### config.mk
export PLATFORM = sky130hd
export DESIGN_NAME = afferent_channel
export DESIGN_NICKNAME = d
export VERILOG_FILES = /design/src/rtl/afferent_pkg.sv /design/src/rtl/afferent_channel.sv
export SDC_FILE = /design/constraint.sdc
export NUM_CORES = 2
export LEC_CHECK = 0
export ABC_AREA = 1
export BUFFER_PORTS_ARGS = -buffer_cell sky130_fd_sc_hd__buf_2
export CAP_MARGIN = 20
export CORE_ASPECT_RATIO = 1.5
export CORE_MARGIN = 1
export CORE_UTILIZATION = 55
export CTS_CLUSTER_SIZE = 28
export DETAILED_ROUTE_END_ITERATION = 6
export GPL_ROUTABILITY_DRIVEN = 1
export PLACE_DENSITY = 0.73
export SLEW_MARGIN = 20
export SYNTH_ARGS = -nofsm -noshare
export SYNTH_HDL_FRONTEND = slang
export SYNTH_SLANG_ARGS = --single-unit
### constraint.sdc
create_clock -name ep50trig -period 27 [get_ports ep50trig]
set_input_delay 5.4 -clock ep50trig [delete_from_list [all_inputs] [get_ports ep50trig]]
set_output_delay 5.4 -clock ep50trig [all_outputs]
set_load 0.01 [all_outputs]
### src/rtl/afferent_pkg.sv
package afferent_pkg;

    // gain registers are unsigned 8.8 fixed point, 256 means 1.0
    localparam int GAIN_FRAC = 8;

    typedef logic [31:0] rate_t;        // stimulus or afferent rate, unsigned
    typedef logic [15:0] gain_t;        // unsigned gain, GAIN_FRAC fraction bits
    typedef logic [31:0] current_t;     // neuron input after offset and gain
    typedef logic [31:0] count_t;       // spikes per window
    typedef logic [31:0] potential_t;   // membrane accumulator, integer units

endpackage

### src/rtl/afferent_channel.sv
`timescale 1ns/1ns

module afferent_channel #(
    parameter int THRESHOLD = 30720
) (
    input  logic                  ep50trig,
    input  logic                  reset_global,
    input  logic                  sim_reset,
    input  afferent_pkg::rate_t   stim_in,
    input  afferent_pkg::rate_t   offset,
    input  afferent_pkg::gain_t   gain,
    input  logic                  neuron_tick,
    input  logic                  sim_tick,
    output logic                  spike,
    output afferent_pkg::count_t  count
);
    import afferent_pkg::*;

    localparam potential_t THRESH = potential_t'(THRESHOLD);

    rate_t       above;          // stimulus above offset, floored at zero
    logic [47:0] product;        // 32 x 16 before the fraction shift
    current_t    current;
    potential_t  acc;            // membrane accumulator
    logic [32:0] acc_sum;        // one extra bit to catch overflow
    potential_t  acc_next;
    count_t      run_cnt;        // spikes so far in this window

    // offset removal and gain, one register stage
    assign above   = (stim_in > offset) ? stim_in - offset : '0;
    assign product = above * gain;

    always_ff @(posedge ep50trig) begin
        if (reset_global) begin
            current <= '0;
        end else begin
            current <= current_t'(product >> GAIN_FRAC);  // top bits past 32 dropped
        end
    end

    // integrate and fire
    assign acc_sum  = {1'b0, acc} + {1'b0, current};
    assign acc_next = acc_sum[32] ? '1 : acc_sum[31:0];   // saturate
    assign spike    = neuron_tick && (acc_next >= THRESH);

    always_ff @(posedge ep50trig) begin
        if (reset_global || sim_reset) begin
            acc <= '0;
        end else if (neuron_tick) begin
            acc <= spike ? acc_next - THRESH : acc_next;
        end
    end

    // windowed counter, a spike on the window tick opens the new window
    always_ff @(posedge ep50trig) begin
        if (reset_global || sim_reset) begin
            run_cnt <= '0;
            count   <= '0;
        end else if (sim_tick) begin
            count   <= run_cnt;
            run_cnt <= spike ? count_t'(1) : '0;
        end else if (spike) begin
            run_cnt <= run_cnt + 1'b1;
        end
    end

    a_spike_on_tick : assert property (@(posedge ep50trig) disable iff (reset_global)
        spike |-> neuron_tick);

endmodule

# Yosys cells after proc, flatten, opt, wreduce, memory -nomap -nowiden
# Index checks and enable logic that the tools add are counted.
# Widths: inputs -> output; s select.
[word_totals]
reg_bits = 128
out_inout_bits = 33
word_cells = 20
[op_classes]
add_sub_neg = 4
multipliers = 1
order_cmp = 2
mux = 6
n_reduce_logical = 3
[op_table]
columns = ["operator", "count"]
rows = [
  ["$mux 32", 5],
  ["$mul 32x16->40", 1],
  ["$add 32x32->33", 1],
  ["$add 32x1->32 const B", 1],
  ["$ge 32x15->1 const B", 1],
  ["$gt 32x32->1", 1],
  ["$sub 32x15->32 const B", 1],
  ["$sub 32x32->32", 1],
  ["$reduce_bool 2->1", 1],
  ["$logic_and 1x1->1", 1],
  ["$logic_or 1x1->1", 1],
  ["$mux 1", 1],
]

# Logic depth before layout (Yosys ltp)
[depth]
word_depth = 6
ltp_mapped = 44

# Worst setup path before layout
# No wires, ideal clock.
[synth_path]
path_type = "in2reg"
startpoint = "input port stim_in[0]"
endpoint = "register current[31]"
arrival_ps = 12149
setup_slack_ps = 14718
cell_stages = 41
n_path_buf = 2
cell_sequence = "inv_1 ha_1 inv_1 fa_1 nand2_1 nand2_1 nand3_1 nand2_2 nand2_1 nand2_1 nand2_1 nand2_1 nand2_2 buf_1 clkbuf_1 nor2_1 inv_1 nor2_1 [5 not listed] fa_1 inv_1 fa_1 inv_1 fa_1 ha_1 nand2_1 nor2_1 inv_1 nor4_1 and3_1 nand2_1 nand2_1 nand2_1 nand2_1 inv_1 nand2_1 a21oi_1"
[synth_via]
elab_chain_cells = 3
[synth_lines]
columns = ["item", "line_no", "source"]
rows = [
  ["from (decl)", "afferent_channel.sv:9", "input afferent_pkg::rate_t stim_in,"],
  ["$sub 32x32->32 or $gt 32x32->1 (tied branches)", "afferent_channel.sv:30", "assign above = (stim_in > offset) ? stim_in - offset : '0;"],
  ["$mux 32 (*)", "afferent_channel.sv:30", ""],
  ["$mul 32x16->40 (*)", "afferent_channel.sv:31", "assign product = above * gain;"],
  ["to (signal assigned)", "afferent_channel.sv:37", "current <= current_t'(product >> GAIN_FRAC);"],
  ["to (decl)", "afferent_channel.sv:23", "current_t current;"],
]
# Mark *: on every way between the ends. The rest lies on a longest branch, timed or not.
# A chain may end at the register's enable or synchronous reset.

# Final worst setup path
[layout_path]
startpoint = "input port offset[7]"
endpoint = "register current[31]"
[layout_via]
elab_chain_cells = 3
[layout_lines]
columns = ["item", "line_no", "source"]
rows = [
  ["from (decl)", "afferent_channel.sv:10", "input afferent_pkg::rate_t offset,"],
  ["$sub 32x32->32 or $gt 32x32->1 (tied branches)", "afferent_channel.sv:30", ""],
  ["$mux 32 (*)", "afferent_channel.sv:30", ""],
  ["$mul 32x16->40 (*)", "afferent_channel.sv:31", ""],
]
# Marked as above.

==> qor.txt <==
Status: completed
Max transition margin: 24.4%
I/O pin count: 118
Initial antenna violation count: 0
Crit path top cell by count: nand2_1
Non-Filler Instances: 4078
Buffers on Ports: 117
Placed Cells: 4046
Clock Sinks: 128
Pin count of the biggest net entering global routing: 56
Drt pass-1 iters: 6
Number of remaining DRC errors: 0
Post-route ant nets: 0
CTS root buffer: clkbuf_16
Post-synth EDFFs: 0
Post-synthesis sequential area ratio: 10.4%
Area contributors post-synth: fa_1 (32%), nand2_1 (12%), inv_1 (11%)
Drt total wl: 75200 um
Slowest cell on crit path: nor4_1
Count of pins over their slew limit: 0
Crit path DAT: 14350 ps
First-pass GRT wire length: 120000 um
GPL Wtd Cong: 1.04
Initial core utilization: 55.9%
Bufs on Longest Clock Path: 2
Wire length on met3: 4150 um
Die Wd: 175 um
VDD IR max: 103 uV
Fmax achieved: 0.0715 GHz
Worst EP required: 27370 ps
Slowest stage delay, CP: 670 ps
Fillers: 4342
M1 WL: 26200 um
Clock Skew: 8.78 ps
Critical path peak fanout: 24
Reg-to-reg startpoint: acc[21]$_SDFFE_PP0P_
Worst Hold Class: flip-flop to flip-flop
RSZ-0062 raised after global routing: false
Total CTS buffers: 17
Total length of routed met2 wires: 38400 um
Crit Path Category: input port to flip-flop
Final #Nets: 4115
Mapped cell area: 24600 um^2
H-tree depth: 4
Final HPWL DP: 61600 um
Top FF cell, synth: dfxtp_1
Minimum clock period: 13980 ps
Max-cap violations: 0
YS warnings: 0
Reg-to-Reg End: acc[24]$_SDFFE_PP0P_
Post-CTS sizing: 0
Average size of a mapped cell: 7.15 um^2
Setup crit end kind: flip-flop
Final hold violation count: 0
Routed via count: 22700
Synth area leader: fa_1
Worst-margin pin slew: 1130 ps
DR top layer: met4
Share of post-route cells with drive strength above 1: 7.02%
Avg WL per Cell: 18.4 um
Antenna diodes: 0
Final worst-path cycle share: 51.8%
Leakage: 12.9 nW
Min-delay src: count[5]$_SDFFE_PP0P_
Clk slew on worst S/H paths: 60 ps
Vias per Instance: 5.56
Clk_lat worst skew: 440 ps
Flop2flop setup slack: 22420 ps
Hold path endpoint: count[5]$_SDFFE_PP0P_
Layout area overhead: 6.48%
Post-synthesis cell type count: 58
Synth top area share: 32.0%
Postcts setup bufs: 0
Core area: 44000 um^2
Post-synthesis register bit count: 128
Die Y: 261 um
Syn Nets: 4063
Die area: 45500 um^2
Row count: 94
Hold Path Cell Cnt: 2
Overall Global Routing Usage: 34.0%
Pwr dens: 139 nW/um^2
Setup Total Neg Slack: 0 ps
Detailed Route Iter0 Violations: 1414
Vias in the first global route: 23900
CTS Hold Bufs: 0
R2R cell count: 19
Crit path launch type: input port
Ys async rst share: 0%
CTS tree: done
Post-Synthesis Cells: 3437
GRT overflow: 0
Final setup violation count: 0
-- cells by family (layout without fill, tap and decap cells) --
family | after synthesis | count (layout) | share of synthesized area, %
flops | 128 | 128 | 10.4
simple gates | 1438 | 1438 | 24.5
buf+inv | 839 | 904 | 13.2
compound gates | 419 | 419 | 9.72
fa+ha+maj | 541 | 541 | 39.6
xor+xnor | 72 | 72 | 2.60
-- worst max path at each step --
stage / startpoint / endpoint / depth (start not counted)
finish: offset[7] / current[31]$_SDFF_PP0_ / 38
global route: offset[7] / current[31]$_SDFF_PP0_ / 38
CTS: offset[7] / current[31]$_SDFF_PP0_ / 38
detailed placement: offset[7] / current[31]$_SDFF_PP0_ / 38
global placement: offset[7] / current[31]$_SDFF_PP0_ / 40
floorplan: stim_in[0] / current[31]$_SDFF_PP0_ / 41
-- cell type report --
type	count	area, um^2	share of cell area, %
Multi-Input combinational cell	2470	18800	71.8
Inverter	734	2760	10.6
Sequential cell	128	2560	9.79
Timing Repair Buffer	138	743	2.84
Tap cell	576	721	2.75
Clock buffer	17	425	1.63
Clock inverter	15	171	0.655
-- per-stage QoR --
stage / hold WS, ps / area (um^2) / worst slack, ps / power, W / util, %
finish: 464 / 26200 / 13020 / 0.00364 / 59.5
global route: 487 / 26200 / 12460 / 0.00406 / 59.5
CTS: 467 / 26200 / 13230 / 0.00359 / 59.5
detailed placement: 456 / 25600 / 12810 / 0.00334 / 58.1
global placement: 445 / 25500 / 12510 / 0.00330 / 58.1
floorplan: 446 / 24600 / 14720 / 0.00254 / -
-- flip-flops by register name, indices dropped and copies added, names as in the netlist --
register / flops
acc: 32
current: 32
count: 32
run_cnt: 32
-- cells in the mapped netlist, types with 3 or more instances --
cell type  number
nand3_2        14
nand3_1       115
buf_2           4
xor2_1         41
clkinv_1        9
a21o_1          6
nand2_1       792
o2111ai_1       3
nor2_4          5
a21oi_1       219
xnor2_1        30
a21oi_2        12
o21bai_1        8
o21ai_1        10
nor3_1         37
ha_1          148
o211ai_1       12
o21ai_0       100
and2_1          4
fa_1          393
o21a_1         18
nand4_1        25
buf_1           8
clkbuf_1       85
a21boi_0        4
buf_6           5
nand2_2         8
a31oi_1         9
o221ai_1        4
nor4_1         18
inv_1         718
inv_2           5
o221a_2         3
nor2_1        377
nand3b_1       23
nor2_2          5
or2_2           6
dfxtp_1       128
-- cells in the final DEF, fill, tap and decap left out, types with 18 or more instances in the layout --
master / netlist / layout
o21ai_0: 100 / 100
inv_1: 718 / 718
buf_2: 4 / 117
o21a_1: 18 / 18
nor3_1: 37 / 37
dfxtp_1: 128 / 128
nor2_1: 377 / 375
nor4_1: 18 / 18
xnor2_1: 30 / 30
xor2_1: 41 / 41
nand2_1: 792 / 792
nand3_1: 115 / 115
ha_1: 148 / 148
fa_1: 393 / 393
nand3b_1: 23 / 23
buf_4: 1 / 21
nand4_1: 25 / 25
a21oi_1: 219 / 219
-- per-layer routing --
layer / vias up / track usage [%]
met5: - / 0
met1: 10800 / 34.2
li1: 10600 / -
met2: 974 / 63.1
met3: 349 / 4.39
met4: 0 / 26.4
-- report_power, final --
part           internal (W)  switching [W]
registers          0.000233      0.0000155
clock network      0.000138      0.0000966
logic               0.00109        0.00207
total               0.00146        0.00218
-- worst max-delay path: cells and delay by family --
family / cells / cell delay (ps)
fa+ha+maj: 8 / 3860
buf+inv: 8 / 1390
compound gates: 3 / 490
simple gates: 19 / 3210
Power figures use the tool's default switching activity.
