**config.mk**
```make
export PLATFORM = sky130hd
export DESIGN_NAME = axil_param_regs
export DESIGN_NICKNAME = d
export VERILOG_FILES = /design/src/rtl/afferent_pkg.sv /design/src/rtl/host_regs_pkg.sv /design/src/rtl/axil_param_regs.sv
export SDC_FILE = /design/constraint.sdc
export NUM_CORES = 1
export LEC_CHECK = 0
export ABC_CLOCK_PERIOD_IN_PS = 3100
export BUFFER_PORTS_ARGS = -buffer_cell sky130_fd_sc_hd__buf_4
export CAP_MARGIN = 20
export CORE_UTILIZATION = 54
export DETAILED_ROUTE_END_ITERATION = 12
export PLACE_DENSITY = 0.92
export SYNTH_ARGS = -nofsm -noshare
export SYNTH_HDL_FRONTEND = slang
export SYNTH_SLANG_ARGS = --single-unit
export TNS_END_PERCENT = 20
```
**constraint.sdc**
```tcl
create_clock -name ep50trig -period 3.1 [get_ports ep50trig]
set_clock_uncertainty 0.05 [all_clocks]
set_input_delay 0.155 -clock ep50trig [delete_from_list [all_inputs] [get_ports ep50trig]]
set_output_delay 0.155 -clock ep50trig [all_outputs]
set_load 0.1 [all_outputs]
```
**src/rtl/afferent_pkg.sv**
```systemverilog
package afferent_pkg;

    // gain registers are unsigned 8.8 fixed point, 256 means 1.0
    localparam int GAIN_FRAC = 8;

    typedef logic [31:0] rate_t;        // stimulus or afferent rate, unsigned
    typedef logic [15:0] gain_t;        // unsigned gain, GAIN_FRAC fraction bits
    typedef logic [31:0] current_t;     // neuron input after offset and gain
    typedef logic [31:0] count_t;       // spikes per window
    typedef logic [31:0] potential_t;   // membrane accumulator, integer units

endpackage

```
**src/rtl/host_regs_pkg.sv**
```systemverilog
package host_regs_pkg;

    typedef logic [7:0]  addr_t;        // axi byte address
    typedef logic [31:0] data_t;        // axi data word
    typedef logic [1:0]  resp_t;        // bresp / rresp

    localparam resp_t RESP_OKAY   = 2'b00;
    localparam resp_t RESP_SLVERR = 2'b10;

    // register map, byte addresses
    localparam addr_t ADDR_CTRL        = 8'h00;  // bit0 sim_reset, bit1 use_buffer, bit2 wave_clear
    localparam addr_t ADDR_STIM        = 8'h04;
    localparam addr_t ADDR_IA_OFFSET   = 8'h08;
    localparam addr_t ADDR_IA_GAIN     = 8'h0C;
    localparam addr_t ADDR_II_OFFSET   = 8'h10;
    localparam addr_t ADDR_II_GAIN     = 8'h14;
    localparam addr_t ADDR_TICK_PERIOD = 8'h18;
    localparam addr_t ADDR_WAVE_DATA   = 8'h20;  // write only, appends one sample
    localparam addr_t ADDR_IA_COUNT    = 8'h30;  // read only
    localparam addr_t ADDR_II_COUNT    = 8'h34;  // read only
    localparam addr_t ADDR_WAVE_SAMPLE = 8'h38;  // read only, stimulus now in use

    // power-up values of the parameter registers
    localparam data_t DEF_STIM        = 32'd1;
    localparam data_t DEF_OFFSET      = 32'd10;   // both channels
    localparam data_t DEF_IA_GAIN     = 32'd307;  // ~1.2 in 8.8
    localparam data_t DEF_II_GAIN     = 32'd512;  // 2.0 in 8.8
    localparam data_t DEF_TICK_PERIOD = 32'd381;  // half real-time speed on the rack

endpackage

```
**src/rtl/axil_param_regs.sv**
```systemverilog
`timescale 1ns/1ns

module axil_param_regs (
    input  logic                  ep50trig,
    input  logic                  reset_global,
    input  logic                  awvalid,
    output logic                  awready,
    input  host_regs_pkg::addr_t  awaddr,
    input  logic                  wvalid,
    output logic                  wready,
    input  host_regs_pkg::data_t  wdata,
    output logic                  bvalid,
    input  logic                  bready,
    output host_regs_pkg::resp_t  bresp,
    output logic                  ctrl_sim_reset,
    output logic                  ctrl_use_buffer,
    output logic                  ctrl_wave_clear,
    output afferent_pkg::rate_t   stim,
    output afferent_pkg::rate_t   ia_offset,
    output afferent_pkg::rate_t   ii_offset,
    output afferent_pkg::gain_t   ia_gain,
    output afferent_pkg::gain_t   ii_gain,
    output host_regs_pkg::data_t  tick_period,
    output logic                  wave_wr,
    output afferent_pkg::rate_t   wave_wdata
);
    import host_regs_pkg::*;
    import afferent_pkg::*;

    logic wr_en;      // address and data accepted this cycle
    logic addr_ok;    // writable address

    assign wr_en = awready & wready & awvalid & wvalid;

    always_comb begin
        case (awaddr)
            ADDR_CTRL, ADDR_STIM, ADDR_IA_OFFSET, ADDR_IA_GAIN,
            ADDR_II_OFFSET, ADDR_II_GAIN, ADDR_TICK_PERIOD, ADDR_WAVE_DATA: addr_ok = 1'b1;
            default: addr_ok = 1'b0;    // read-only or unmapped
        endcase
    end

    // one-cycle ready pulse, no new accept while a response is pending
    always_ff @(posedge ep50trig) begin
        if (reset_global) begin
            awready <= 1'b0;
            wready  <= 1'b0;
            bvalid  <= 1'b0;
        end else begin
            awready <= awvalid & wvalid & ~bvalid & ~awready;
            wready  <= awvalid & wvalid & ~bvalid & ~awready;
            if (wr_en) begin
                bvalid <= 1'b1;
                bresp  <= addr_ok ? RESP_OKAY : RESP_SLVERR;
            end else if (bready) begin
                bvalid <= 1'b0;                 // response taken
            end
        end
    end

    always_ff @(posedge ep50trig) begin
        if (reset_global) begin
            ctrl_sim_reset  <= 1'b0;
            ctrl_use_buffer <= 1'b0;            // stimulus register by default
            ctrl_wave_clear <= 1'b0;
            stim            <= DEF_STIM;
            ia_offset       <= DEF_OFFSET;
            ii_offset       <= DEF_OFFSET;
            ia_gain         <= gain_t'(DEF_IA_GAIN);
            ii_gain         <= gain_t'(DEF_II_GAIN);
            tick_period     <= DEF_TICK_PERIOD;
        end else if (wr_en) begin
            case (awaddr)
                ADDR_CTRL: begin
                    ctrl_sim_reset  <= wdata[0];
                    ctrl_use_buffer <= wdata[1];
                    ctrl_wave_clear <= wdata[2];
                end
                ADDR_STIM:        stim        <= wdata;
                ADDR_IA_OFFSET:   ia_offset   <= wdata;
                ADDR_IA_GAIN:     ia_gain     <= gain_t'(wdata);  // upper half dropped
                ADDR_II_OFFSET:   ii_offset   <= wdata;
                ADDR_II_GAIN:     ii_gain     <= gain_t'(wdata);
                ADDR_TICK_PERIOD: tick_period <= wdata;
                default: ;
            endcase
        end
    end

    // sample append strobe for the wave buffer
    always_ff @(posedge ep50trig) begin
        if (reset_global) begin
            wave_wr <= 1'b0;
        end else begin
            wave_wr <= wr_en && (awaddr == ADDR_WAVE_DATA);
        end
        wave_wdata <= wdata;
    end

    a_bvalid_hold : assert property (@(posedge ep50trig) disable iff (reset_global)
        bvalid && !bready |=> bvalid && $stable(bresp));

endmodule

```
# == Word-level counts from Yosys, hierarchy flattened ==
# Cells that the tools add are included.
# Widths: inputs -> output; s select.
# op_classes
n_mul,0
n_bitwise,8
n_shift,0
n_mux,4
n_eq_ne,7
reduce_logical,12
magnitude_cmp,0
n_addsub,0
n_div,0
# op_table
op,count
$eq 8x5->1 const B,3
$eq 8x4->1 const B,2
$reduce_and 2->1,8
$eq 8x3->1 const B,1
$eq 8x6->1 const B,1
$logic_not 8->1,1
$reduce_or 8->1,1
$and 1x1->1,5
$mux 1,3
$not 1->1,3
$mux 2,1
$reduce_bool 2->1,1
$logic_and 1x1->1,1
# totals
input_bits,45
mem_count,0
latch_bits,0
rom_bits,0
reg_bits,200
out_inout_bits,201
mem_bits_rw,0
word_cells,45

# == Longest topological paths before layout ==
# logic_depth
ltp_word,4
ltp_mapped,6
mapped_depth_nobuf,3

# == Worst setup path before layout ==
# No wires, ideal clock.
# synth_timing
kind,register -> register
start,reg wready
end,reg ia_gain[10]
stages_incl_launch_ff,6
arrival_time_ns,2.074
slack_ns,0.850
period_less_slack_ns,2.250
setup_ns,0.126
cell_sequence,dfxtp_1 -> and4b_1 -> buf_2 -> nand4_2 -> buf_2 -> mux2i_1
# synth_via
elab_chain_cells,3
# synth_lines
element,line,source
start: declaration,axil_param_regs.sv:10,"output logic wready,"
start signal: assignment,axil_param_regs.sv:51,wready <= awvalid & wvalid & ~bvalid & ~awready;
$and 1x1->1 (2 in series),axil_param_regs.sv:33,assign wr_en = awready & wready & awvalid & wvalid;
$reduce_and 2->1 (no line),--,
end signal: assignment,axil_param_regs.sv:69,ia_gain <= gain_t'(DEF_IA_GAIN);
end signal: assignment,axil_param_regs.sv:81,ADDR_IA_GAIN: ia_gain <= gain_t'(wdata);
end: declaration,axil_param_regs.sv:21,"output afferent_pkg::gain_t ia_gain,"
# Every way passes these cells.
# A chain may end at the register's enable or synchronous reset.

# == Worst setup path in the final report ==
# layout_timing
start,in awaddr[5]
end,reg ii_offset[4]
# layout_via
elab_chain_cells,2
# layout_lines
element,line,source
start: declaration,axil_param_regs.sv:8,"input host_regs_pkg::addr_t awaddr,"
$eq 8x5->1,axil_param_regs.sv:73,case (awaddr)
$reduce_and 2->1 (no line),--,
end signal: assignment,axil_param_regs.sv:82,ADDR_II_OFFSET: ii_offset <= wdata;
end: declaration,axil_param_regs.sv:20,"output afferent_pkg::rate_t ii_offset,"
# Every way passes these cells.

==> metrics.txt <==
total of fill cells in the finished design ~840; critical path's top delay family buffers and inverters; Req. time, crit path around 3.4 ns; Worst-path clk slew around 0.07 ns; Syn-to-layout area delta 39.0%; flop-to-flop setup slack 0.88 ns; crit path max-delay cell type nand3_2; core area about 13000 sq um; die width 118 um; post-detailed-routing wire length just under 20 mm; routed wl met2 9.69 mm; Highest Signal Layer met4; leak pwr roughly 5.1 nW; final RePlAce weighted congestion around 0.8; slew margin rel. 0.441; CP Class primary input to flip-flop; first-pass GRT wire length a little over 30 mm; flops & latches, synth 199; Slew @ Worst Pin ~0.84 ns; hold depth 3; Setup Viol. Count Final 0; DRC Markers 0; fin crit share 0.731; worst r2r dst ii_offset[4]; WP buf/inv 3; max-slew violation count 0; register area about 4000 sq um; worst hold start awaddr[7]; syn_nets about 700; VDD IR max 0.345 mV; max_cap viols 0; fin crit period about 2.3 ns; Pwr Density 513 nW/um^2; Synth top area share 0.544; DRT iter0 DRCs roughly 330; post-route setup TNS 0 ns; Starting Density 0.552; GRT Util Overall 0.282; R2R Path Start wready; TritonRoute pass-1 iters 5; synth unique cells 28; wire per inst approximately 18 um; Chip Height ~120 um; footprint of the multi-input gates 3050 sq um; cts repair resizes 0; largest cells by area after synthesis dfxtp_1 54%, mux2i_1 22%, nand2b_1 15%; RSZ-0062 raised after global routing false; largest net degree at the start of global routing 90; Via density slightly above 5; # nets final 946; number of CTS-inserted buffers 17; Port Buffers ~240; Hold Crit Endpoint bresp[1]; Yosys warning count 0; Final WS setup approximately 0.83 ns; endpoint class of the critical path flip-flop; post-place setup slack 0.855 ns; vias in the first global route about 5700; post-synthesis sequential area ratio 0.548; Top Ports roughly 250; Worst R2R Path Depth 4; die area between 10000 and 15000 sq um; cell taking the most area after synthesis dfxtp_1; post-DP HPWL 12.5 mm; Setup Fix Bufs, Post-CTS 0; deepest clock path buffer count 2; CTS Hold Bufs 37; Clock Latency Late Sink about 0.42 ns; most used cell, CP buf_4; grt ovf 0; CP Max Fanout 17; Max Clock Freq ~440 MHz; layout cell share with drive strength beyond 1 0.318; CP peak stage delay around 0.58 ns; Avg Inst Size Synth around 11 sq um; WL met1 7.86 mm; hold_ws 0.0201 ns; critical path cell sequence dlygate4sd3_1 -> buf_4 -> and4b_1 -> nand3_2 -> buf_4 -> mux2i_1; Synth Instances ~640; initial antenna violation count 0; Syn Std Cell Area 7280 sq um; remaining antenna violation count 0; status finished, final reports clean; H-tree Lvls 4; startpoint types primary input; Critical Path AT roughly 2.5 ns; Hold WC Path Type primary input to flip-flop; Vias 5605; Std-Cell Rows 42; met3 wire len 1.24 mm; CTS tree yes; endpoints failing hold 0; CTS root buf clkbuf_16; Clock Sinks between 150 and 200
## through the flow
| stage | total power [mW] | area [sq um] | instances | utilization |
|---|---|---|---|---|
| after floorplan | 2.92 | 7280 | 635 | - |
| after global placement | 3.04 | 9170 | 1021 | 0.695 |
| after detailed placement | 3.04 | 9170 | 1021 | 0.695 |
| after CTS | 5.21 | 10100 | 1090 | 0.768 |
| after global routing | 5.34 | 10100 | 1090 | 0.768 |
| final | 5.20 | 10100 | 1091 | 0.768 |
## cell type report
type | count | area share
antenna | 1 | 0.000247
tap | 176 | 0.0217
clock buffer | 20 | 0.0451
timing repair buffer | 289 | 0.225
sequential | 199 | 0.394
inverter | 1 | 0.000371
clock inverter | 12 | 0.0124
multi-input combinational | 393 | 0.301
## layer usage
metal,vias up,GRT usage
met5,-,0
met4,0,0.127
met3,47,0.0777
met2,227,0.499
met1,2696,0.313
li1,2635,-
## report_power, final
| part | internal (mW) | leakage, nW | switching [mW] | total (mW) |
|---|---|---|---|---|
| sequential | 2.58 | 1.62 | 0.00710 | 2.59 |
| combinational | 0.147 | 3.20 | 0.295 | 0.443 |
| clock | 1.23 | 0.282 | 0.939 | 2.17 |
## how the worst max path moves through the flow
stage,cells past startpoint,from,endpoint
floorplan,5,wready,ia_gain[10]
global placement,5,awaddr[1],ii_offset[2]
detailed placement,5,awaddr[1],ii_offset[2]
CTS,6,awaddr[5],ii_offset[4]
global route,6,awaddr[5],ii_offset[1]
finish,6,awaddr[5],ii_offset[4]
## placed cells by master, fill, tap and decap left out
| master | Yosys | routed |
|---|---|---|
| diode_2 | 0 | 1 |
| and3b_2 | 0 | 1 |
| nor3b_2 | 1 | 1 |
| inv_6 | 0 | 1 |
| buf_12 | 3 | 1 |
| clkinv_2 | 0 | 5 |
| nor4_1 | 3 | 3 |
| mux2i_1 | 163 | 163 |
| nand2_1 | 1 | 1 |
| clkbuf_8 | 0 | 2 |
| dlygate4sd3_1 | 0 | 37 |
| nor3_2 | 1 | 1 |
| bufinv_16 | 0 | 2 |
| and4b_1 | 1 | 1 |
| nand2b_1 | 178 | 178 |
| o211ai_1 | 1 | 1 |
| nor3b_1 | 1 | 1 |
| a21oi_1 | 2 | 2 |
| and4_1 | 1 | 1 |
| nand3_1 | 5 | 2 |
| buf_4 | 2 | 251 |
| nand4_2 | 1 | 1 |
| clkinv_4 | 0 | 1 |
| conb_1 | 1 | 1 |
| edfxtp_1 | 1 | 1 |
| nand3_2 | 0 | 3 |
| clkinvlp_4 | 0 | 3 |
| dfxtp_1 | 198 | 198 |
| or4b_1 | 1 | 1 |
| nand3b_4 | 1 | 1 |
| clkbuf_16 | 0 | 17 |
| nor2_1 | 28 | 28 |
| nor4b_1 | 1 | 1 |
| inv_1 | 1 | 1 |
| clkbuf_1 | 21 | 1 |
| o21ai_0 | 1 | 1 |
## logic make-up after synthesis
kind of cell | count (synthesis) | synth area share
AND/OR/NAND/NOR | 225 | 0.189
flip-flops | 199 | 0.548
buffers and inverters | 43 | 0.0352
other | 1 | 0.000515
AO/OA/AOI/OAI | 4 | 0.00309
multiplexers | 163 | 0.224
## registers in the layout, summed over array words and instances, names as in the netlist
name,flops
tick_period,32
ctrl_sim_reset,1
ii_offset,32
ctrl_wave_clear,1
wave_wr,1
bresp,1
ii_gain,16
ctrl_use_buffer,1
stim,32
bvalid,1
ia_gain,16
wave_wdata,32
wready,1
ia_offset,32
## cell usage after synthesis, drive strengths merged
cell type,n
a21oi,2
and3b,1
and4,1
and4b,1
buf,21
clkbuf,21
conb,1
dfxtp,198
edfxtp,1
inv,1
mux2i,163
nand2,1
nand2b,178
nand3,5
nand3b,1
nand4,1
nor2,28
nor3,1
nor3b,2
nor4,3
nor4b,1
o211ai,1
o21ai,1
or4b,1
## worst register-to-register path, delay by kind of cell, from the launching register on
kind,cells,cell delay [ns]
AND/OR/NAND/NOR,2,1.02
buffers and inverters,1,0.47
flip-flops,1,0.39
multiplexers,1,0.16
(Power assumes the default switching activity.)
