## config.mk

```make
export PLATFORM = sky130hd
export DESIGN_NAME = axil_status_read
export DESIGN_NICKNAME = d
export VERILOG_FILES = /design/src/rtl/afferent_pkg.sv /design/src/rtl/host_regs_pkg.sv /design/src/rtl/axil_status_read.sv
export SDC_FILE = /design/constraint.sdc
export NUM_CORES = 1
export LEC_CHECK = 0
export BUFFER_PORTS_ARGS = -buffer_cell sky130_fd_sc_hd__buf_2
export CAP_MARGIN = 20
export CORE_AREA = 2 2 120 122
export DETAILED_ROUTE_END_ITERATION = 16
export DIE_AREA = 0 0 122 124
export GPL_ROUTABILITY_DRIVEN = 0
export PLACE_DENSITY_LB_ADDON = 0.3
export SYNTH_ARGS = -nofsm -noshare
export SYNTH_HDL_FRONTEND = slang
export SYNTH_SLANG_ARGS = --single-unit
```

## constraint.sdc

```tcl
create_clock -name ep50trig -period 2.5 [get_ports ep50trig]
set_input_delay 0.5 -clock ep50trig [delete_from_list [all_inputs] [get_ports ep50trig]]
set_output_delay 0.5 -clock ep50trig [all_outputs]
set_load 0.02 [all_outputs]
```

## src/rtl/afferent_pkg.sv

```systemverilog
package afferent_pkg;

    // gain registers are unsigned 8.8 fixed point, 256 means 1.0
    localparam int GAIN_FRAC = 8;

    typedef logic [31:0] rate_t;        // stimulus or afferent rate, unsigned
    typedef logic [15:0] gain_t;        // unsigned gain, GAIN_FRAC fraction bits
    typedef logic [31:0] current_t;     // neuron input after offset and gain
    typedef logic [31:0] count_t;       // spikes per window
    typedef logic [31:0] potential_t;   // membrane accumulator, integer units

endpackage

```

## src/rtl/host_regs_pkg.sv

```systemverilog
package host_regs_pkg;

    typedef logic [7:0]  addr_t;        // axi byte address
    typedef logic [31:0] data_t;        // axi data word
    typedef logic [1:0]  resp_t;        // bresp / rresp

    localparam resp_t RESP_OKAY   = 2'b00;
    localparam resp_t RESP_SLVERR = 2'b10;

    // register map, byte addresses
    localparam addr_t ADDR_CTRL        = 8'h00;  // bit0 sim_reset, bit1 use_buffer, bit2 wave_clear
    localparam addr_t ADDR_STIM        = 8'h04;
    localparam addr_t ADDR_IA_OFFSET   = 8'h08;
    localparam addr_t ADDR_IA_GAIN     = 8'h0C;
    localparam addr_t ADDR_II_OFFSET   = 8'h10;
    localparam addr_t ADDR_II_GAIN     = 8'h14;
    localparam addr_t ADDR_TICK_PERIOD = 8'h18;
    localparam addr_t ADDR_WAVE_DATA   = 8'h20;  // write only, appends one sample
    localparam addr_t ADDR_IA_COUNT    = 8'h30;  // read only
    localparam addr_t ADDR_II_COUNT    = 8'h34;  // read only
    localparam addr_t ADDR_WAVE_SAMPLE = 8'h38;  // read only, stimulus now in use

    // power-up values of the parameter registers
    localparam data_t DEF_STIM        = 32'd1;
    localparam data_t DEF_OFFSET      = 32'd10;   // both channels
    localparam data_t DEF_IA_GAIN     = 32'd307;  // ~1.2 in 8.8
    localparam data_t DEF_II_GAIN     = 32'd512;  // 2.0 in 8.8
    localparam data_t DEF_TICK_PERIOD = 32'd381;  // half real-time speed on the rack

endpackage

```

## src/rtl/axil_status_read.sv

```systemverilog
`timescale 1ns/1ns

module axil_status_read (
    input  logic                  ep50trig,
    input  logic                  reset_global,
    input  logic                  arvalid,
    output logic                  arready,
    input  host_regs_pkg::addr_t  araddr,
    output logic                  rvalid,
    input  logic                  rready,
    output host_regs_pkg::data_t  rdata,
    output host_regs_pkg::resp_t  rresp,
    input  afferent_pkg::rate_t   stim,
    input  afferent_pkg::rate_t   ia_offset,
    input  afferent_pkg::gain_t   ia_gain,
    input  afferent_pkg::rate_t   ii_offset,
    input  afferent_pkg::gain_t   ii_gain,
    input  host_regs_pkg::data_t  tick_period,
    input  logic                  ctrl_sim_reset,
    input  logic                  ctrl_use_buffer,
    input  logic                  ctrl_wave_clear,
    input  afferent_pkg::count_t  ia_count,
    input  afferent_pkg::count_t  ii_count,
    input  afferent_pkg::rate_t   wave_sample
);
    import host_regs_pkg::*;

    data_t rd_mux;    // readback word for araddr
    logic  rd_err;    // write-only or unmapped
    logic  rd_en;

    assign rd_en = arready & arvalid;

    always_comb begin
        rd_err = 1'b0;
        case (araddr)
            ADDR_CTRL:        rd_mux = {29'd0, ctrl_wave_clear, ctrl_use_buffer, ctrl_sim_reset};
            ADDR_STIM:        rd_mux = stim;
            ADDR_IA_OFFSET:   rd_mux = ia_offset;
            ADDR_IA_GAIN:     rd_mux = {16'd0, ia_gain};
            ADDR_II_OFFSET:   rd_mux = ii_offset;
            ADDR_II_GAIN:     rd_mux = {16'd0, ii_gain};
            ADDR_TICK_PERIOD: rd_mux = tick_period;
            ADDR_IA_COUNT:    rd_mux = ia_count;
            ADDR_II_COUNT:    rd_mux = ii_count;
            ADDR_WAVE_SAMPLE: rd_mux = wave_sample;
            default: begin
                rd_mux = '0;                // includes ADDR_WAVE_DATA
                rd_err = 1'b1;
            end
        endcase
    end

    always_ff @(posedge ep50trig) begin
        if (reset_global) begin
            arready <= 1'b0;
            rvalid  <= 1'b0;
        end else begin
            arready <= arvalid & ~rvalid & ~arready;    // single-cycle accept
            if (rd_en) begin
                rvalid <= 1'b1;
                rdata  <= rd_mux;                       // captured, held until rready
                rresp  <= rd_err ? RESP_SLVERR : RESP_OKAY;
            end else if (rready) begin
                rvalid <= 1'b0;
            end
        end
    end

    a_rdata_hold : assert property (@(posedge ep50trig) disable iff (reset_global)
        rvalid && !rready |=> rvalid && $stable(rdata) && $stable(rresp));

endmodule

```

== Word level (Yosys, flattened, before mapping) ==
Cells that the tools add are included.

* Register bits: 36
* Input port bits: 271
* Output and inout bits: 36
* Word-level logic and storage cells: 27

* Equal/unequal tests: 9
* Mux-type cells: 4
* Bitwise operators: 6
* Reduce and logical (&&, ||, !) cells: 4

{| class="wikitable"
|+ Operator list
! cell !! number
|-
| case mux 32 bit (10 select lines) || 1
|-
| == test 8 x 5 -> 1 bit, second input constant || 3
|-
| == test 8 x 6 -> 1 bit, second input constant || 3
|-
| == test 8 x 4 -> 1 bit, second input constant || 2
|-
| OR reduction 10 bit || 1
|-
| == test 8 x 3 -> 1 bit, second input constant || 1
|-
| zero test 8 bit || 1
|-
| bitwise AND 1 bit || 3
|-
| NOT 1 bit || 3
|-
| two-way mux 1 bit || 2
|-
| two-way mux 2 bit || 1
|-
| AND reduction 2 bit || 1
|-
| nonzero test 2 bit || 1
|}

== Longest topological paths before layout ==
Gate-level depths: netlist of run 1.

* Word-level depth: 3
* Mapped depth: 7
* Mapped depth without buffers: 4

== Worst setup path after synthesis of run 1 ==
No wires, ideal clock.

* Kind: input to register
* Start point: in araddr[4]
* End point: reg rdata[0] (data pin)
* Data arrival time: 1628 ps
* Setup slack: 609 ps
* Stages: 7
* Path buffers: 3
* Path through: buf_4 -> and2_1 -> buf_2 -> buf_2 -> a22oi_1 -> nor2_1 -> a2111o_1

* Longest elaborated chain between the ends: 2
* Elaborated cells on any way between the ends: 11
* Those cells by class: eq/ne: 9; mux: 1; reduce/logical: 1

{| class="wikitable"
|+ RTL lines
! item !! RTL line !! text
|-
| from (decl) || axil_status_read.sv:8 || <nowiki>input host_regs_pkg::addr_t araddr,</nowiki>
|-
| == test 8 x 6 -> 1 bit (tied with other cells) || axil_status_read.sv:36 || <nowiki>case (araddr)</nowiki>
|-
| case mux 32 bit (10 select lines) * || axil_status_read.sv:36 ||
|-
| via rd_mux[0] || axil_status_read.sv:28 || <nowiki>data_t rd_mux;</nowiki>
|-
| to (signal assigned) || axil_status_read.sv:62 || <nowiki>rdata <= rd_mux;</nowiki>
|-
| to (decl) || axil_status_read.sv:11 || <nowiki>output host_regs_pkg::data_t rdata,</nowiki>
|}

Mark *: on every way through the listed nets, which the timed path passes. The rest lies on a longest branch.
A chain may end at the register's enable or synchronous reset.

== Worst setup path after layout of run 1 ==
* Start point: in araddr[4]
* End point: reg rdata[15] (data pin)

The elaborated chain is that of the path after synthesis.

==> results.cfg, run 1 <==
[run_status]
outcome = finished, final reports clean

[clock_network]
cts_made_buffers = 5
cts_tree = built
cts_resized = 0
path_clk_slew_ns = 0.06
cts_setup_buffers = 0
root_buffer = clkbuf_16
cts_max_path_buffers = 2
clk_latency_ns = 0.28
cts_sinks = 35
cts-hold-fix-buffers = 0
htree_levels = 2

[synth]
synth_edf_count = 33
synth_ff_type = edfxtp_1
synth_top_cell_area_share_pct = 28.25
yosysWarnings = 0
ys_types = 56
synth_area_per_cell_um2 = 9.457
synth-seq-cells = 35
yosys.area.top_type = edfxtp_1
syn_nets = 642
postSynthCellCount = 371
synth_area_leaders = edfxtp_1 28%, mux2i_1 12%, a22oi_1 11%
ys_async_sr_fraction_pct = 0
yosysSeqAreaShare_pct = 29.39
synth_area_um2 = 3508

[critical_path]
arrival_ns = 2.18
end_kind = register
cp_slowest_cell = and2_1
critPathMaxStageDelay_ns = 0.81
startpoint_type = input pin
worstSetupPathType = in2reg
path_max_fanout = 19
path_cells = buf_2 -> and2_1 -> buf_4 -> a22oi_1 -> o22a_1 -> nand3_1
cp.required_ns = 2.66

[power_and_ir_drop]
p_total_mw = 1.938
powerDensity_nw_per_um2 = 354.8
peakVddDrop_v = 0.0001835
power.leakage_nw = 2.691

[sta]
fin_crit_sh_pct = 81.19
slew-limit-headroom_pct = 33.76
hold_viol = 0
finalWorstPathRequiredPeriod_ns = 2.030
clock-skew-final_ns = 0.004637
slew_viol_final = 0
setup-tns-final_ns = 0
fmax_mhz = 492.7
tightestPinTransition_ns = 0.9936
setup_viol = 0
rsz0062_at_grt = no

[finish]
drive_gt1_share_pct = 55.98
area_growth_pct = 55.71
most-common-layout-cells = 305 x buf_2, 53 x a22oi_1, 43 x mux2i_1
utilization_pct = 39.82
layout_commonest_cell = buf_2
nets = 947

[placed_design]
place_hpwl_um = 14540
numPortBuffers = 305

[drt]
routed_wl_um = 17620
drc_errors = 0
drt_iter0_drc = 207
viasPerCell = 5.213
num_vias = 4483
antenna_left = 0
wl_per_cell_um = 20.49
drt_first_pass_iters = 5

[die]
coreArea_um2 = 13720
initial_utilization_pct = 25.57
num_rows = 43
io_pins = 307
die_x_um = 122
die_h_um = 124
die_area_um2 = 15130

[hold_path]
hold_class = in2reg

[global_route]
first_global_vias = 4449
grt_pass1_wl_um = 24410
antenna_found_initial = 3
grt_max_degree = 26
grt_util_all_layers_pct = 21.83
grt.overflow.total = 0

[flow_run]
cap_violations = 0
## worst max-delay path, delay by kind of cell
| kind | cells | cell delay (ns) |
|---|---|---|
| AND/OR/NAND/NOR | 2 | 0.89 |
| AO/OA/AOI/OAI | 2 | 0.30 |
| buffers and inverters | 2 | 0.49 |
## layout make-up
type | count | area, um^2
fill | 1445 | 8257
multi-input combinational | 302 | 2280
timing repair buffer | 332 | 1745
sequential | 35 | 1031
tap | 180 | 225.2
clock buffer | 6 | 138.9
clock inverter | 2 | 35.03
antenna | 3 | 7.507
## layer usage
metal	vias up	share of wire (%)	GRT usage [%]
met3	17	7.2	4.304
met1	2123	40	25.42
met5	-	0	0
met4	0	1.6	5.603
met2	228	51	40.82
li1	2115	-	-
## through the flow
| stage | area [um^2] | hold WS (ns) | worst slack [ns] | instances |
|---|---|---|---|---|
| floorplan | 3508 | 0.5566 | 0.6089 | 371 |
| global placement | 5270 | 0.4215 | 0.2257 | 848 |
| detailed placement | 5270 | 0.4326 | 0.04608 | 848 |
| CTS | 5444 | 0.3923 | 0.3609 | 856 |
| global route | 5460 | 0.3915 | 0.3611 | 859 |
| finish | 5463 | 0.3976 | 0.4704 | 860 |
## cells by family after synthesis
family          share of synthesized area (%)
simple gates                            18.44
compound gates                          29.46
flops                                   29.39
buf+inv                                 5.849
other cells                            0.1069
mux                                     16.76
## cells in the mapped netlist (2+ instances only)
library cell and count:
a22o_1 2, mux2_2 12, clkbuf_1 4, or2_2 5, and2_0 4, o221a_2 3
nor2_2 3, buf_4 6, nor2b_1 2, o22ai_1 10, o22a_1 5, nand3b_1 3
nand2_1 21, nor2_1 24, a21oi_1 10, and2_1 4, o211ai_1 2, nor3b_1 2
buf_2 20, o32ai_1 8, dfxtp_1 2, a211o_1 10, mux2i_1 43, or4b_1 2
o2bb2ai_1 3, buf_6 4, edfxtp_1 33, nor3_2 3, o21ai_0 20, nor4b_4 3
a221o_1 4, a21o_1 5, nand2_2 2, nand3_1 13, a22oi_1 53
## flip-flops by register name, summed over array words and instances, names as in the netlist
register  cells
rresp         1
rdata        32
arready       1
rvalid        1
## worst paths after layout
check,end,slack [ns],from,cells after the start
worst min-delay path,arready,0.40,reset_global,2
worst min register to register,arready,0.44,arready,1
worst max register to register,rdata[28],1.15,arready,2
worst max-delay path,rdata[15],0.47,araddr[4],6
## where the power goes
group	internal, mW	switching, mW
combinational	0.280	0.261
sequential	0.641	0.00188
clock	0.496	0.257
Power figures use the tool's default switching activity.
==> run 2: changes to the inputs <==
==> constraint.sdc (replaced) <==
create_clock -name ep50trig -period 2 [get_ports ep50trig]
set_input_delay 0.4 -clock ep50trig [delete_from_list [all_inputs] [get_ports ep50trig]]
set_output_delay 0.4 -clock ep50trig [all_outputs]
set_load 0.02 [all_outputs]
==> run 2 against run 1 <==
Net effect:
- via count increased by 2.1%
- worst setup slack got worse by 0.23 ns
- sequential share of layout area decreased by 0.52 points
- sequential power increased by 25%
- critical path type unchanged
- clock skew increased by 0.00077 ns
- non-clock buffer count increased by 22
- power increased by 19%
- wire length decreased by 1.1%
- die area unchanged
- first-iteration DRC count decreased by 6.8%
==> results.cfg, run 2 (synthesized netlist as in run 1, its figures left out) <==
[run_status]
outcome = finished, final reports clean

[critical_path]
startpoint_type = input pin
r2r_slack_ns = 0.83
reg2reg_to = rdata[25]
worst_r2r_path_depth = 2
cp.required_ns = 2.02
worstSetupPathType = in2reg
reg2reg_from = arready
path_max_fanout = 24
end_kind = register
arrival_ns = 1.79

[sta]
rsz0062_at_grt = no
slew_viol_final = 0
slew-limit-headroom_pct = 60.57
setup_slack_ns = 0.2355
hold_viol = 0
finalWorstPathRequiredPeriod_ns = 1.765
clock-skew-final_ns = 0.005410
fmax_mhz = 566.7
setup_viol = 0
setup-tns-final_ns = 0
worst_hold_slack_ns = 0.3118
tightestPinTransition_ns = 0.5902
fin_crit_sh_pct = 88.23

[die]
num_rows = 43
die_h_um = 124
io_pins = 307
die_area_um2 = 15130
die_x_um = 122
initial_utilization_pct = 25.57
coreArea_um2 = 13720

[drt]
drc_errors = 0
wl_per_cell_um = 19.81
drt_first_pass_iters = 5
num_vias = 4577
drt_iter0_drc = 193
routed_wl_um = 17430
antenna_left = 0
viasPerCell = 5.201

[clock_network]
cts_max_path_buffers = 2
htree_levels = 2
cts-hold-fix-buffers = 0
root_buffer = clkbuf_16
cts_sinks = 35
cts_resized = 0
path_clk_slew_ns = 0.06
cts_made_buffers = 5
clk_latency_ns = 0.28
cts_tree = built
cts_setup_buffers = 0

[power_and_ir_drop]
powerDensity_nw_per_um2 = 411.0
p_total_mw = 2.309
peakVddDrop_v = 0.0003055
power.leakage_nw = 2.794

[global_route]
grt_util_all_layers_pct = 21.70
antenna_found_initial = 2
grt.overflow.total = 0
grt_pass1_wl_um = 24500
first_global_vias = 4584
grt_max_degree = 29

[finish]
area_growth_pct = 60.13
final_area_um2 = 5618
drive_gt1_share_pct = 57.22
largest-register = rdata
layout_commonest_cell = buf_2
instances_no_fill = 880
most-common-layout-cells = 305 x buf_2, 53 x a22oi_1, 46 x buf_4
utilization_pct = 40.95
nets = 969
largest_reg_flops = 32

[placed_design]
numPortBuffers = 305
post-place-cells = 871
dp_worst_setup_slack_ns = -0.04669
placed_area_um2 = 5468
place_hpwl_um = 14700

[hold_path]
hold_class = in2reg
min_path_cells = 2
hold_start = reset_global
hold_end = arready

[flow_run]
cap_violations = 0
-- run 2: changes by cell type in the layout (fill, tap and decap cells not counted) --
| cell | before | now |
|---|---|---|
| buf_12 | 1 | 3 |
| buf_4 | 25 | 46 |
| buf_6 | 1 | 0 |
| bufinv_16 | 1 | 0 |
| clkbuf_1 | 0 | 1 |
| diode_2 | 3 | 1 |
-- run 2: cell type report --
type                            instances  area (um^2)
Timing Repair Buffer                  354         1932
Clock inverter                          1        5.005
Tap cell                              180        225.2
Fill cell                            1369         8102
Sequential cell                        35         1031
Antenna cell                            1        2.502
Clock buffer                            7        142.6
Multi-Input combinational cell        302         2280
-- run 2: worst max-delay path, stage by stage --
cell and delay [ns]:
buf_2 0.12, buf_12 0.19, mux2_2 0.35, a221oi_1 0.31, a211oi_1 0.13, a221o_1 0.28
-- run 2: metal layers --
layer | global-route usage, % | up-vias | wire length (um)
li1 | - | 2151 | -
met1 | 25.36 | 2155 | 6827
met2 | 39.56 | 238 | 8825
met3 | 4.533 | 31 | 1317
met4 | 6.968 | 2 | 439
met5 | 0 | - | 19
-- run 2: how the worst max path moves through the flow --
stage / startpoint / depth (start not counted) / slack, ns / end
final: araddr[2] / 6 / 0.24 / rdata[2]
after global routing: araddr[7] / 7 / 0.12 / rdata[3]
after CTS: araddr[7] / 7 / 0.23 / rdata[15]
after detailed placement: araddr[7] / 7 / -0.05 / rdata[15]
after global placement: araddr[5] / 7 / -0.04 / rdata[6]
after floorplan: araddr[4] / 7 / 0.21 / rdata[0]
-- run 2: power by group --
part           internal, mW  switching [mW]
Sequential            0.802         0.00251
Combinational         0.372           0.326
Clock                 0.495           0.313
